==> src/design/burst_pkg.sv <==
`default_nettype none

package burst_pkg;

    // memory side beat and cache side line.
    parameter int beat_bits      = 64;
    parameter int beats_per_line = 4;
    parameter int line_bits      = beat_bits * beats_per_line;

    // operation carried by one cache request.
    typedef enum logic {
        op_read  = 1'b0,
        op_write = 1'b1
    } line_op_e;

    // burst sequencer states.
    typedef enum logic [2:0] {
        st_idle       = 3'd0,   // waiting for cmd_start.
        st_read_cmd   = 3'd1,   // read command held until ready.
        st_read_wait  = 3'd2,   // beats being collected.
        st_write_beat = 3'd3,   // one write beat per accept.
        st_done       = 3'd4    // op_done cycle.
    } issue_state_e;

endpackage

`default_nettype wire

==> src/design/burst_issue.sv <==
`timescale 1ns/1ps
`default_nettype none

module burst_issue #(
    parameter int addr_width = 32
) (
    input  wire logic                             clk,
    input  wire logic                             rst,

    input  wire logic                             cmd_start,
    input  wire burst_pkg::line_op_e              cmd_op,
    input  wire logic [addr_width-1:0]            cmd_addr,
    input  wire logic [burst_pkg::line_bits-1:0]  cmd_wdata,

    input  wire logic                             bmem_ready,
    output logic [addr_width-1:0]                 bmem_addr,
    output logic                                  bmem_read,
    output logic                                  bmem_write,
    output logic [burst_pkg::beat_bits-1:0]       bmem_wdata,

    output logic                                  rd_arm,
    output logic [addr_width-1:0]                 rd_addr,
    input  wire logic                             line_done,
    output logic                                  op_done
);

    localparam int cnt_bits = $clog2(burst_pkg::beats_per_line);
    localparam logic [cnt_bits-1:0] last_beat = cnt_bits'(burst_pkg::beats_per_line - 1);

    burst_pkg::issue_state_e state;
    burst_pkg::issue_state_e state_next;
    logic [cnt_bits-1:0]     beat_cnt;
    logic                    beat_accept;

    assign beat_accept = (state == burst_pkg::st_write_beat) && bmem_ready;

    always_comb begin
        state_next = state;
        case (state)
            burst_pkg::st_idle: begin
                if (cmd_start) begin
                    if (cmd_op == burst_pkg::op_write) begin
                        state_next = burst_pkg::st_write_beat;
                    end else begin
                        state_next = burst_pkg::st_read_cmd;
                    end
                end
            end
            burst_pkg::st_read_cmd: begin
                if (bmem_ready) begin
                    state_next = burst_pkg::st_read_wait;
                end
            end
            burst_pkg::st_read_wait: begin
                if (line_done) begin
                    state_next = burst_pkg::st_done;
                end
            end
            burst_pkg::st_write_beat: begin
                if (beat_accept && beat_cnt == last_beat) begin
                    state_next = burst_pkg::st_done;
                end
            end
            burst_pkg::st_done: state_next = burst_pkg::st_idle;
            default:            state_next = burst_pkg::st_idle;
        endcase
    end

    always_ff @(posedge clk) begin
        if (rst) begin
            state    <= burst_pkg::st_idle;
            beat_cnt <= '0;
        end else begin
            state <= state_next;
            if (cmd_start) begin
                beat_cnt <= '0;
            end else if (beat_accept) begin
                beat_cnt <= beat_cnt + 1'b1;   // wraps to zero after the last beat.
            end
        end
    end

    // command outputs are decoded from the state alone.
    assign bmem_addr  = cmd_addr;
    assign bmem_read  = (state == burst_pkg::st_read_cmd);
    assign bmem_write = (state == burst_pkg::st_write_beat);
    assign bmem_wdata = cmd_wdata[beat_cnt * burst_pkg::beat_bits +: burst_pkg::beat_bits];

    // assembler is armed in the cycle the read command is taken.
    assign rd_arm  = bmem_read && bmem_ready;
    assign rd_addr = cmd_addr;

    assign op_done = (state == burst_pkg::st_done);

endmodule

`default_nettype wire

==> src/design/line_assembler.sv <==
`timescale 1ns/1ps
`default_nettype none

module line_assembler #(
    parameter int addr_width = 32
) (
    input  wire logic                             clk,
    input  wire logic                             rst,

    input  wire logic                             rd_arm,
    input  wire logic [addr_width-1:0]            rd_addr,

    input  wire logic                             bmem_rvalid,
    input  wire logic [addr_width-1:0]            bmem_raddr,
    input  wire logic [burst_pkg::beat_bits-1:0]  bmem_rdata,

    output logic [burst_pkg::line_bits-1:0]       line_data,
    output logic                                  line_done
);

    localparam int cnt_bits = $clog2(burst_pkg::beats_per_line);
    localparam logic [cnt_bits-1:0] last_beat = cnt_bits'(burst_pkg::beats_per_line - 1);
    localparam int acc_bits = burst_pkg::line_bits - burst_pkg::beat_bits;

    logic                  armed;
    logic [addr_width-1:0] arm_addr;
    logic [cnt_bits-1:0]   beat_cnt;
    logic [acc_bits-1:0]   acc;         // beats before the last, oldest lowest.
    logic                  beat_hit;

    // stray beats for other lines are dropped here.
    assign beat_hit = armed && bmem_rvalid && (bmem_raddr == arm_addr);

    always_ff @(posedge clk) begin
        if (rst) begin
            armed     <= 1'b0;
            beat_cnt  <= '0;
            line_done <= 1'b0;
        end else begin
            line_done <= 1'b0;
            if (rd_arm) begin
                armed    <= 1'b1;
                beat_cnt <= '0;
            end else if (beat_hit) begin
                beat_cnt <= beat_cnt + 1'b1;
                if (beat_cnt == last_beat) begin
                    armed     <= 1'b0;
                    line_done <= 1'b1;
                end
            end
        end
    end

    // line payload path.
    always_ff @(posedge clk) begin
        if (rd_arm) begin
            arm_addr <= rd_addr;
        end
        if (beat_hit) begin
            if (beat_cnt == last_beat) begin
                line_data <= {bmem_rdata, acc};
            end else begin
                // shift down so beat 0 ends in the low slot.
                acc <= {bmem_rdata, acc[acc_bits-1:burst_pkg::beat_bits]};
            end
        end
    end

endmodule

`default_nettype wire

==> src/design/line_burst_adapter.sv <==
`timescale 1ns/1ps
`default_nettype none

module line_burst_adapter #(
    parameter int addr_width = 32
) (
    input  wire logic                             clk,
    input  wire logic                             rst,

    input  wire logic                             dfp_req,
    input  wire logic                             dfp_write,
    input  wire logic [addr_width-1:0]            dfp_addr,
    input  wire logic [burst_pkg::line_bits-1:0]  dfp_wdata,
    output logic                                  dfp_ack,
    output logic [burst_pkg::line_bits-1:0]       dfp_rdata,

    input  wire logic                             bmem_ready,
    output logic [addr_width-1:0]                 bmem_addr,
    output logic                                  bmem_read,
    output logic                                  bmem_write,
    output logic [burst_pkg::beat_bits-1:0]       bmem_wdata,
    input  wire logic                             bmem_rvalid,
    input  wire logic [addr_width-1:0]            bmem_raddr,
    input  wire logic [burst_pkg::beat_bits-1:0]  bmem_rdata
);

    logic                             cmd_start;
    burst_pkg::line_op_e              cmd_op;
    logic [addr_width-1:0]            cmd_addr;
    logic [burst_pkg::line_bits-1:0]  cmd_wdata;
    logic                             op_done;
    logic                             rd_arm;
    logic [addr_width-1:0]            rd_addr;
    logic                             line_done;

    line_request_decode #(
        .addr_width (addr_width)
    ) i_line_request_decode (
        .clk        (clk),
        .rst        (rst),
        .dfp_req    (dfp_req),
        .dfp_write  (dfp_write),
        .dfp_addr   (dfp_addr),
        .dfp_wdata  (dfp_wdata),
        .dfp_ack    (dfp_ack),
        .op_done    (op_done),
        .cmd_start  (cmd_start),
        .cmd_op     (cmd_op),
        .cmd_addr   (cmd_addr),
        .cmd_wdata  (cmd_wdata)
    );

    burst_issue #(
        .addr_width (addr_width)
    ) i_burst_issue (
        .clk        (clk),
        .rst        (rst),
        .cmd_start  (cmd_start),
        .cmd_op     (cmd_op),
        .cmd_addr   (cmd_addr),
        .cmd_wdata  (cmd_wdata),
        .bmem_ready (bmem_ready),
        .bmem_addr  (bmem_addr),
        .bmem_read  (bmem_read),
        .bmem_write (bmem_write),
        .bmem_wdata (bmem_wdata),
        .rd_arm     (rd_arm),
        .rd_addr    (rd_addr),
        .line_done  (line_done),
        .op_done    (op_done)
    );

    line_assembler #(
        .addr_width (addr_width)
    ) i_line_assembler (
        .clk         (clk),
        .rst         (rst),
        .rd_arm      (rd_arm),
        .rd_addr     (rd_addr),
        .bmem_rvalid (bmem_rvalid),
        .bmem_raddr  (bmem_raddr),
        .bmem_rdata  (bmem_rdata),
        .line_data   (dfp_rdata),
        .line_done   (line_done)
    );

endmodule

`default_nettype wire

==> src/design/line_request_decode.sv <==
`timescale 1ns/1ps
`default_nettype none

module line_request_decode #(
    parameter int addr_width = 32
) (
    input  wire logic                             clk,
    input  wire logic                             rst,

    input  wire logic                             dfp_req,
    input  wire logic                             dfp_write,
    input  wire logic [addr_width-1:0]            dfp_addr,
    input  wire logic [burst_pkg::line_bits-1:0]  dfp_wdata,
    output logic                                  dfp_ack,

    input  wire logic                             op_done,
    output logic                                  cmd_start,
    output burst_pkg::line_op_e                   cmd_op,
    output logic [addr_width-1:0]                 cmd_addr,
    output logic [burst_pkg::line_bits-1:0]       cmd_wdata
);

    // byte offset bits inside one line.
    localparam int offset_bits = $clog2(burst_pkg::line_bits / 8);

    logic req_q;
    logic busy;
    logic new_req;

    // rising req, nothing in flight and the last ack already dropped.
    assign new_req = dfp_req && !req_q && !busy && !dfp_ack;

    always_ff @(posedge clk) begin
        if (rst) begin
            req_q     <= 1'b0;
            busy      <= 1'b0;
            cmd_start <= 1'b0;
            dfp_ack   <= 1'b0;
        end else begin
            req_q     <= dfp_req;
            cmd_start <= new_req;
            if (new_req) begin
                busy <= 1'b1;
            end else if (op_done) begin
                busy <= 1'b0;
            end
            if (op_done) begin
                dfp_ack <= 1'b1;
            end else if (dfp_ack && !dfp_req) begin
                dfp_ack <= 1'b0;   // requester has let go.
            end
        end
    end

    // request payload, held until the next capture.
    always_ff @(posedge clk) begin
        if (new_req) begin
            cmd_addr  <= {dfp_addr[addr_width-1:offset_bits], {offset_bits{1'b0}}};
            cmd_wdata <= dfp_wdata;
            cmd_op    <= dfp_write ? burst_pkg::op_write : burst_pkg::op_read;
        end
    end

endmodule

`default_nettype wire

==> config.mk <==
export PLATFORM = sky130hd
export DESIGN_NAME = line_burst_adapter
export DESIGN_NICKNAME = d
export VERILOG_FILES = /design/src/design/burst_pkg.sv /design/src/design/burst_issue.sv /design/src/design/line_assembler.sv /design/src/design/line_burst_adapter.sv /design/src/design/line_request_decode.sv
export SDC_FILE = /design/constraint.sdc
export NUM_CORES = 1
export LEC_CHECK = 0
export BUFFER_PORTS_ARGS = -buffer_cell sky130_fd_sc_hd__buf_2
export CELL_PAD_IN_SITES_DETAIL_PLACEMENT = 0
export CELL_PAD_IN_SITES_GLOBAL_PLACEMENT = 1
export CORE_AREA = 2 2 291 293
export CTS_BUF_LIST = sky130_fd_sc_hd__clkbuf_8
export CTS_CLUSTER_DIAMETER = 30
export DETAILED_ROUTE_END_ITERATION = 16
export DIE_AREA = 0 0 293 295
export PLACE_DENSITY = 0.63
export SLEW_MARGIN = 0
export SYNTH_ARGS = -nofsm -noshare
export SYNTH_HDL_FRONTEND = slang
export SYNTH_SLANG_ARGS = --single-unit
==> constraint.sdc <==
create_clock -name clk -period 69.1 [get_ports clk]
set_clock_uncertainty 0.15 [all_clocks]
set_input_delay 3.455 -clock clk [delete_from_list [all_inputs] [get_ports clk]]
set_output_delay 3.455 -clock clk [all_outputs]
set_load 0.02 [all_outputs]
# ---- Word-level counts from Yosys, hierarchy flattened
# Index checks and enable logic that the tools add are counted.
dict set report op_classes {
  n_addsub 2
  multipliers 0
  div 0
  n_lt_le_gt_ge 0
  n_eq_ne 11
  shift 1
  mux 15
  bitwise_logic 2
  n_reduce_logical 25
}
# op count
set ops {}
lappend ops {{256-bit by 9-bit indexed part select with 64-bit output} 1}
lappend ops {{32-bit == test} 1}
lappend ops {{3-bit two-way mux} 4}
lappend ops {{3-bit one-hot mux with 4 select lines} 1}
lappend ops {{1-bit logical AND} 9}
lappend ops {{1-bit two-way mux} 9}
lappend ops {{2-bit nonzero test} 4}
lappend ops {{3-bit by 2-bit == test with 1-bit output (second input constant)} 2}
lappend ops {{2-bit AND reduction} 3}
lappend ops {{2-bit by 1-bit adder with 2-bit output (second input constant)} 2}
lappend ops {{2-bit == test (second input constant)} 2}
lappend ops {{1-bit logical NOT} 4}
lappend ops {{2-bit by 1-bit inequality test with 1-bit output (second input constant)} 2}
lappend ops {{2-bit inequality test (second input constant)} 2}
lappend ops {{4-bit AND reduction} 1}
lappend ops {{2-bit OR reduction} 2}
lappend ops {{3-bit by 1-bit == test with 1-bit output (second input constant)} 1}
lappend ops {{3-bit == test (second input constant)} 1}
lappend ops {{3-bit logical NOT} 1}
lappend ops {{3-bit OR reduction} 1}
lappend ops {{2-bit two-way mux} 1}
lappend ops {{1-bit inverter} 2}
dict set report word_totals {
  ff_bits 772
  latch_bits 0
  ram_bits 0
  rom_bits 0
  in_bits 390
  out_inout_bits 355
  word_cells 71
  mem_count 0
}

# ---- Longest topological paths before layout
dict set report logic_depth {
  ltp_word 5
  depth_mapped 6
  depth_no_buf 6
}

# ---- By module
# From an unflattened synthesis, not the netlist that was laid out.
dict set report unflattened {
  hier_cells 1019
  area_unflattened_um2 26046.2
}
# module instances cells_per_inst area_per_inst_um2 seq_area_each_um2
set by_module_without_submodules {}
lappend by_module_without_submodules {line_assembler 1 546 15046.9 14493.9}
lappend by_module_without_submodules {line_request_decode 1 302 8702.1 8608.3}
lappend by_module_without_submodules {burst_issue 1 171 2297.2 100.1}

# ---- Least setup slack after synthesis
# Ideal clock, no wire load.
dict set report synth_timing {
  path_kind {input to register}
  start {input dfp_req}
  end {register i_line_request_decode.cmd_addr[10], enable pin}
  setup_time_ns 1.729
  t_arrival_ns 31.923
  t_required_ns 67.221
  slack_ns 35.298
  cell_stages 1
  path_buffers 0
  path_cell_list {nor4b_1}
}
dict set report synth_between {
  elab_chain_len 3
}
# element line_no
set synth_lines {}
lappend synth_lines {{from (decl)} line_burst_adapter.sv:10} ;# input wire logic dfp_req,
lappend synth_lines {{1-bit logical AND (3 in a row)} line_request_decode.sv:31} ;# assign new_req = dfp_req && !req_q && !busy && !dfp_ack;
lappend synth_lines {{to (signal assigned)} line_request_decode.sv:58} ;# cmd_addr <= {dfp_addr[addr_width-1:offset_bits], {offset_bits{1'b0}}};
lappend synth_lines {{to (decl)} line_request_decode.sv:19} ;# output logic [addr_width-1:0] cmd_addr,
# Every way passes these cells.
# A chain may end at the register's enable or synchronous reset.

# ---- Worst setup path in the final report
dict set report layout_timing {
  start {input bmem_raddr[28]}
  end {register i_line_assembler.acc[148], enable pin}
}
dict set report layout_between {
  elab_chain_len 3
}
# element line_no
set layout_lines {}
lappend layout_lines {{from (decl)} line_burst_adapter.sv:23} ;# input wire logic [addr_width-1:0] bmem_raddr,
lappend layout_lines {{32-bit == test} line_assembler.sv:32} ;# assign beat_hit = armed && bmem_rvalid && (bmem_raddr == arm_addr);
lappend layout_lines {{1-bit logical AND} line_assembler.sv:32}
lappend layout_lines {{2-bit AND reduction (no line)} --}
lappend layout_lines {{to (signal assigned)} line_assembler.sv:64} ;# acc <= {bmem_rdata, acc[acc_bits-1:burst_pkg::beat_bits]};
lappend layout_lines {{to (decl)} line_assembler.sv:28} ;# logic [acc_bits-1:0] acc;
# Every way passes these cells.

==> metrics.cfg <==
[synth]
yosysWarnings=0
yosys.area.top_type=edfxtp_1
synth_edf_count=759
synth.most_common_cell=edfxtp_1
synthesis.instances=946
synthFlopType=edfxtp_1
avgSynthCellArea_um2=26.7
synth_area_um2=25200
async_flop_share_pct=0
ys_top_cells_by_area=edfxtp_1 90%, mux4_2 5.7%, dfxtp_1 1.0%
ys_ff_latch=772
synth_commonest_cells=759 x edfxtp_1, 64 x mux4_2, 17 x xor2_1
ys_seq_area_share_pct=91.4
synth_cell_types=35
yosysTopAreaCellShare_pct=90.3

[cells_and_area]
drive_above_1_share_pct=53.4
nets=2227
area_delta_synth_final_pct=33.7

[global_routing]
grt_overflow_total=0
antenna_found_initial=20
grt_pass1_vias=13700
grt_pass1_wl_um=87800
grt_util_all_layers_pct=14.1
grt_max_degree=186

[clock_tree]
cts_tree=built
htreeDepth=4
cts_resized=0
cts_setup_buffers=0
cts-buffers-inserted=158
hold_buffers=0
cts_root_buf=clkbuf_8
clock_path_buffers=3
clock_latency_ps=800
cts_sinks=772
path_clk_slew_ps=60

[timing]
layout_min_cycle_time_ps=7080
slew-limit-headroom_pct=25.1
slew_violations=0
hold_violations=0
fin_crit_sh_pct=10.2
fin_tns_setup_ps=0
setup_violations=0
fmax_mhz=141
worst_slew_pin_slew_ps=1120
grt_setup_unrepaired=no

[die]
core.rowCount=106
num_io_pins=745
fp.dieW_um=293
fp.coreArea_um2=83200
die_h_um=295
fp.dieArea_um2=86400
start_util_pct=30.3

[worst_setup_path]
worstReg2RegStart=i_line_assembler.arm_addr[28]$_DFFE_PP_
max_stage_delay_ps=790
endpoint_kind=register
path_cells=buf_2, xor2_1, nor4_1, nand4_2, nor3_2, buf_4, buf_4, buf_4
crit_top_cell=buf_4
r2r_end=i_line_assembler.acc[148]$_DFFE_PP_
slowest_stage=buf_4
critPathKind=input port to register
rrSetupSlack_ps=64390
worstPathRequired_ps=69350
cp_max_fo=81
crit_buf_inv=4
crit_family=buffers and inverters
cp.arrival_ps=7320
ff2ff_path_depth=7
start_kind=input port

[drt]
antenna_left=0
route.vias.total=12900
first_iter_violations=816
post_drt_wl_per_cell_um=20.8
avgViaCountPerCell=4.22
drc=0
drt_pass1_iterations=5
finalWirelength_um=63500

[run_status]
outcome=completed

[min_path]
min_path_cells=0
min_from=i_line_assembler.acc[17]$_DFFE_PP_
hold_path_class=register to register
hold_path_end=i_line_assembler.line_data[17]$_DFFE_PP_

[placement]
gp_congestion=0.815
port_buffers=734
hpwl_um=45200

[power]
ir_drop_mv=0.0189
power_leakage_nw=12.4
powerDensity_nw_per_um2=31.6
p_total_mw=1.07

[run]
drv_cap=0

metrics by stage:
stage               worst slack (ps)  hold WS, ps  cells  instance area (um2)  util (%)
detailed placement             61070          255   2755                30300      36.4
floorplan                      35300          250    950                25200         -
global route                   61830          267   3052                33700      40.6
CTS                            61960          257   3040                33700      40.5
finish                         62020          256   3052                33700      40.6
global placement               61130          252   2755                30300      36.4
where the power goes:
part | internal [mW] | switching, mW
Combinational | 0.0140 | 0.0190
Clock | 0.300 | 0.203
Sequential | 0.525 | 0.00351
layer usage:
layer	GRT usage (%)	vias up	share of wire [%]
li1	-	5758	-
met1	15.5	6467	37
met2	24.3	528	53
met3	5.16	110	7.3
met4	6.45	10	2.4
met5	0	-	0.098
final cells by class:
class / instances / area (um2)
Tap cell: 1080 / 1350
Multi-Input combinational cell: 155 / 2100
Sequential cell: 772 / 23100
Clock buffer: 158 / 2170
Clock inverter: 127 / 1240
Timing Repair Buffer: 746 / 3780
Fill cell: 7497 / 49400
Inverter: 2 / 7.51
Antenna cell: 12 / 30.0
cell usage in the layout, fill, tap and decap left out, drive strengths merged, types with 3 or more instances in the layout:
master / count
a21oi: 4
buf: 746
bufinv: 22
clkbuf: 158
clkinv: 57
clkinvlp: 8
conb: 5
dfxtp: 13
diode: 12
edfxtp: 759
inv: 42
mux4: 64
nand2: 5
nand3: 3
nand4: 3
nor2: 6
nor2b: 5
nor3: 4
nor4: 5
o21ai: 3
xnor2: 11
xor2: 17
registers in the layout, indices dropped and copies added (netlist names), 2 cells and up:
register / count
i_line_assembler.line_data: 256
i_line_request_decode.cmd_wdata: 256
i_line_assembler.acc: 192
i_line_assembler.arm_addr: 27
i_line_request_decode.cmd_addr: 27
i_burst_issue.state: 3
i_burst_issue.beat_cnt: 2
i_line_assembler.beat_cnt: 2
how the worst max path moves through the flow:
stage                                                start                                            to  cells past startpoint
floorplan                                          dfp_req  i_line_request_decode.cmd_addr[10]$_DFFE_PP_                      1
finish                                      bmem_raddr[28]           i_line_assembler.acc[148]$_DFFE_PP_                      8
CTS                 i_burst_issue.beat_cnt[0]$_SDFFE_PP0P_                                bmem_wdata[14]                      3
global route                                bmem_raddr[28]           i_line_assembler.acc[148]$_DFFE_PP_                      8
detailed placement                          bmem_raddr[28]            i_line_assembler.acc[60]$_DFFE_PP_                      8
global placement                            bmem_raddr[28]           i_line_assembler.acc[170]$_DFFE_PP_                      8
logic make-up (layout without fill, tap and decap cells):
family          Yosys count  in the layout  share of synthesized area [%]
compound gates           11             11                          0.263
xor+xnor                 28             28                          0.972
fa+ha+maj                 2              2                         0.0992
buf+inv                  23           1033                          0.446
flops                   772            772                           91.4
mux                      67             67                           5.84
other cells               1             17                         0.0149
simple gates             42             42                           1.01
Note: power is estimated with default switching activity, not from simulation.
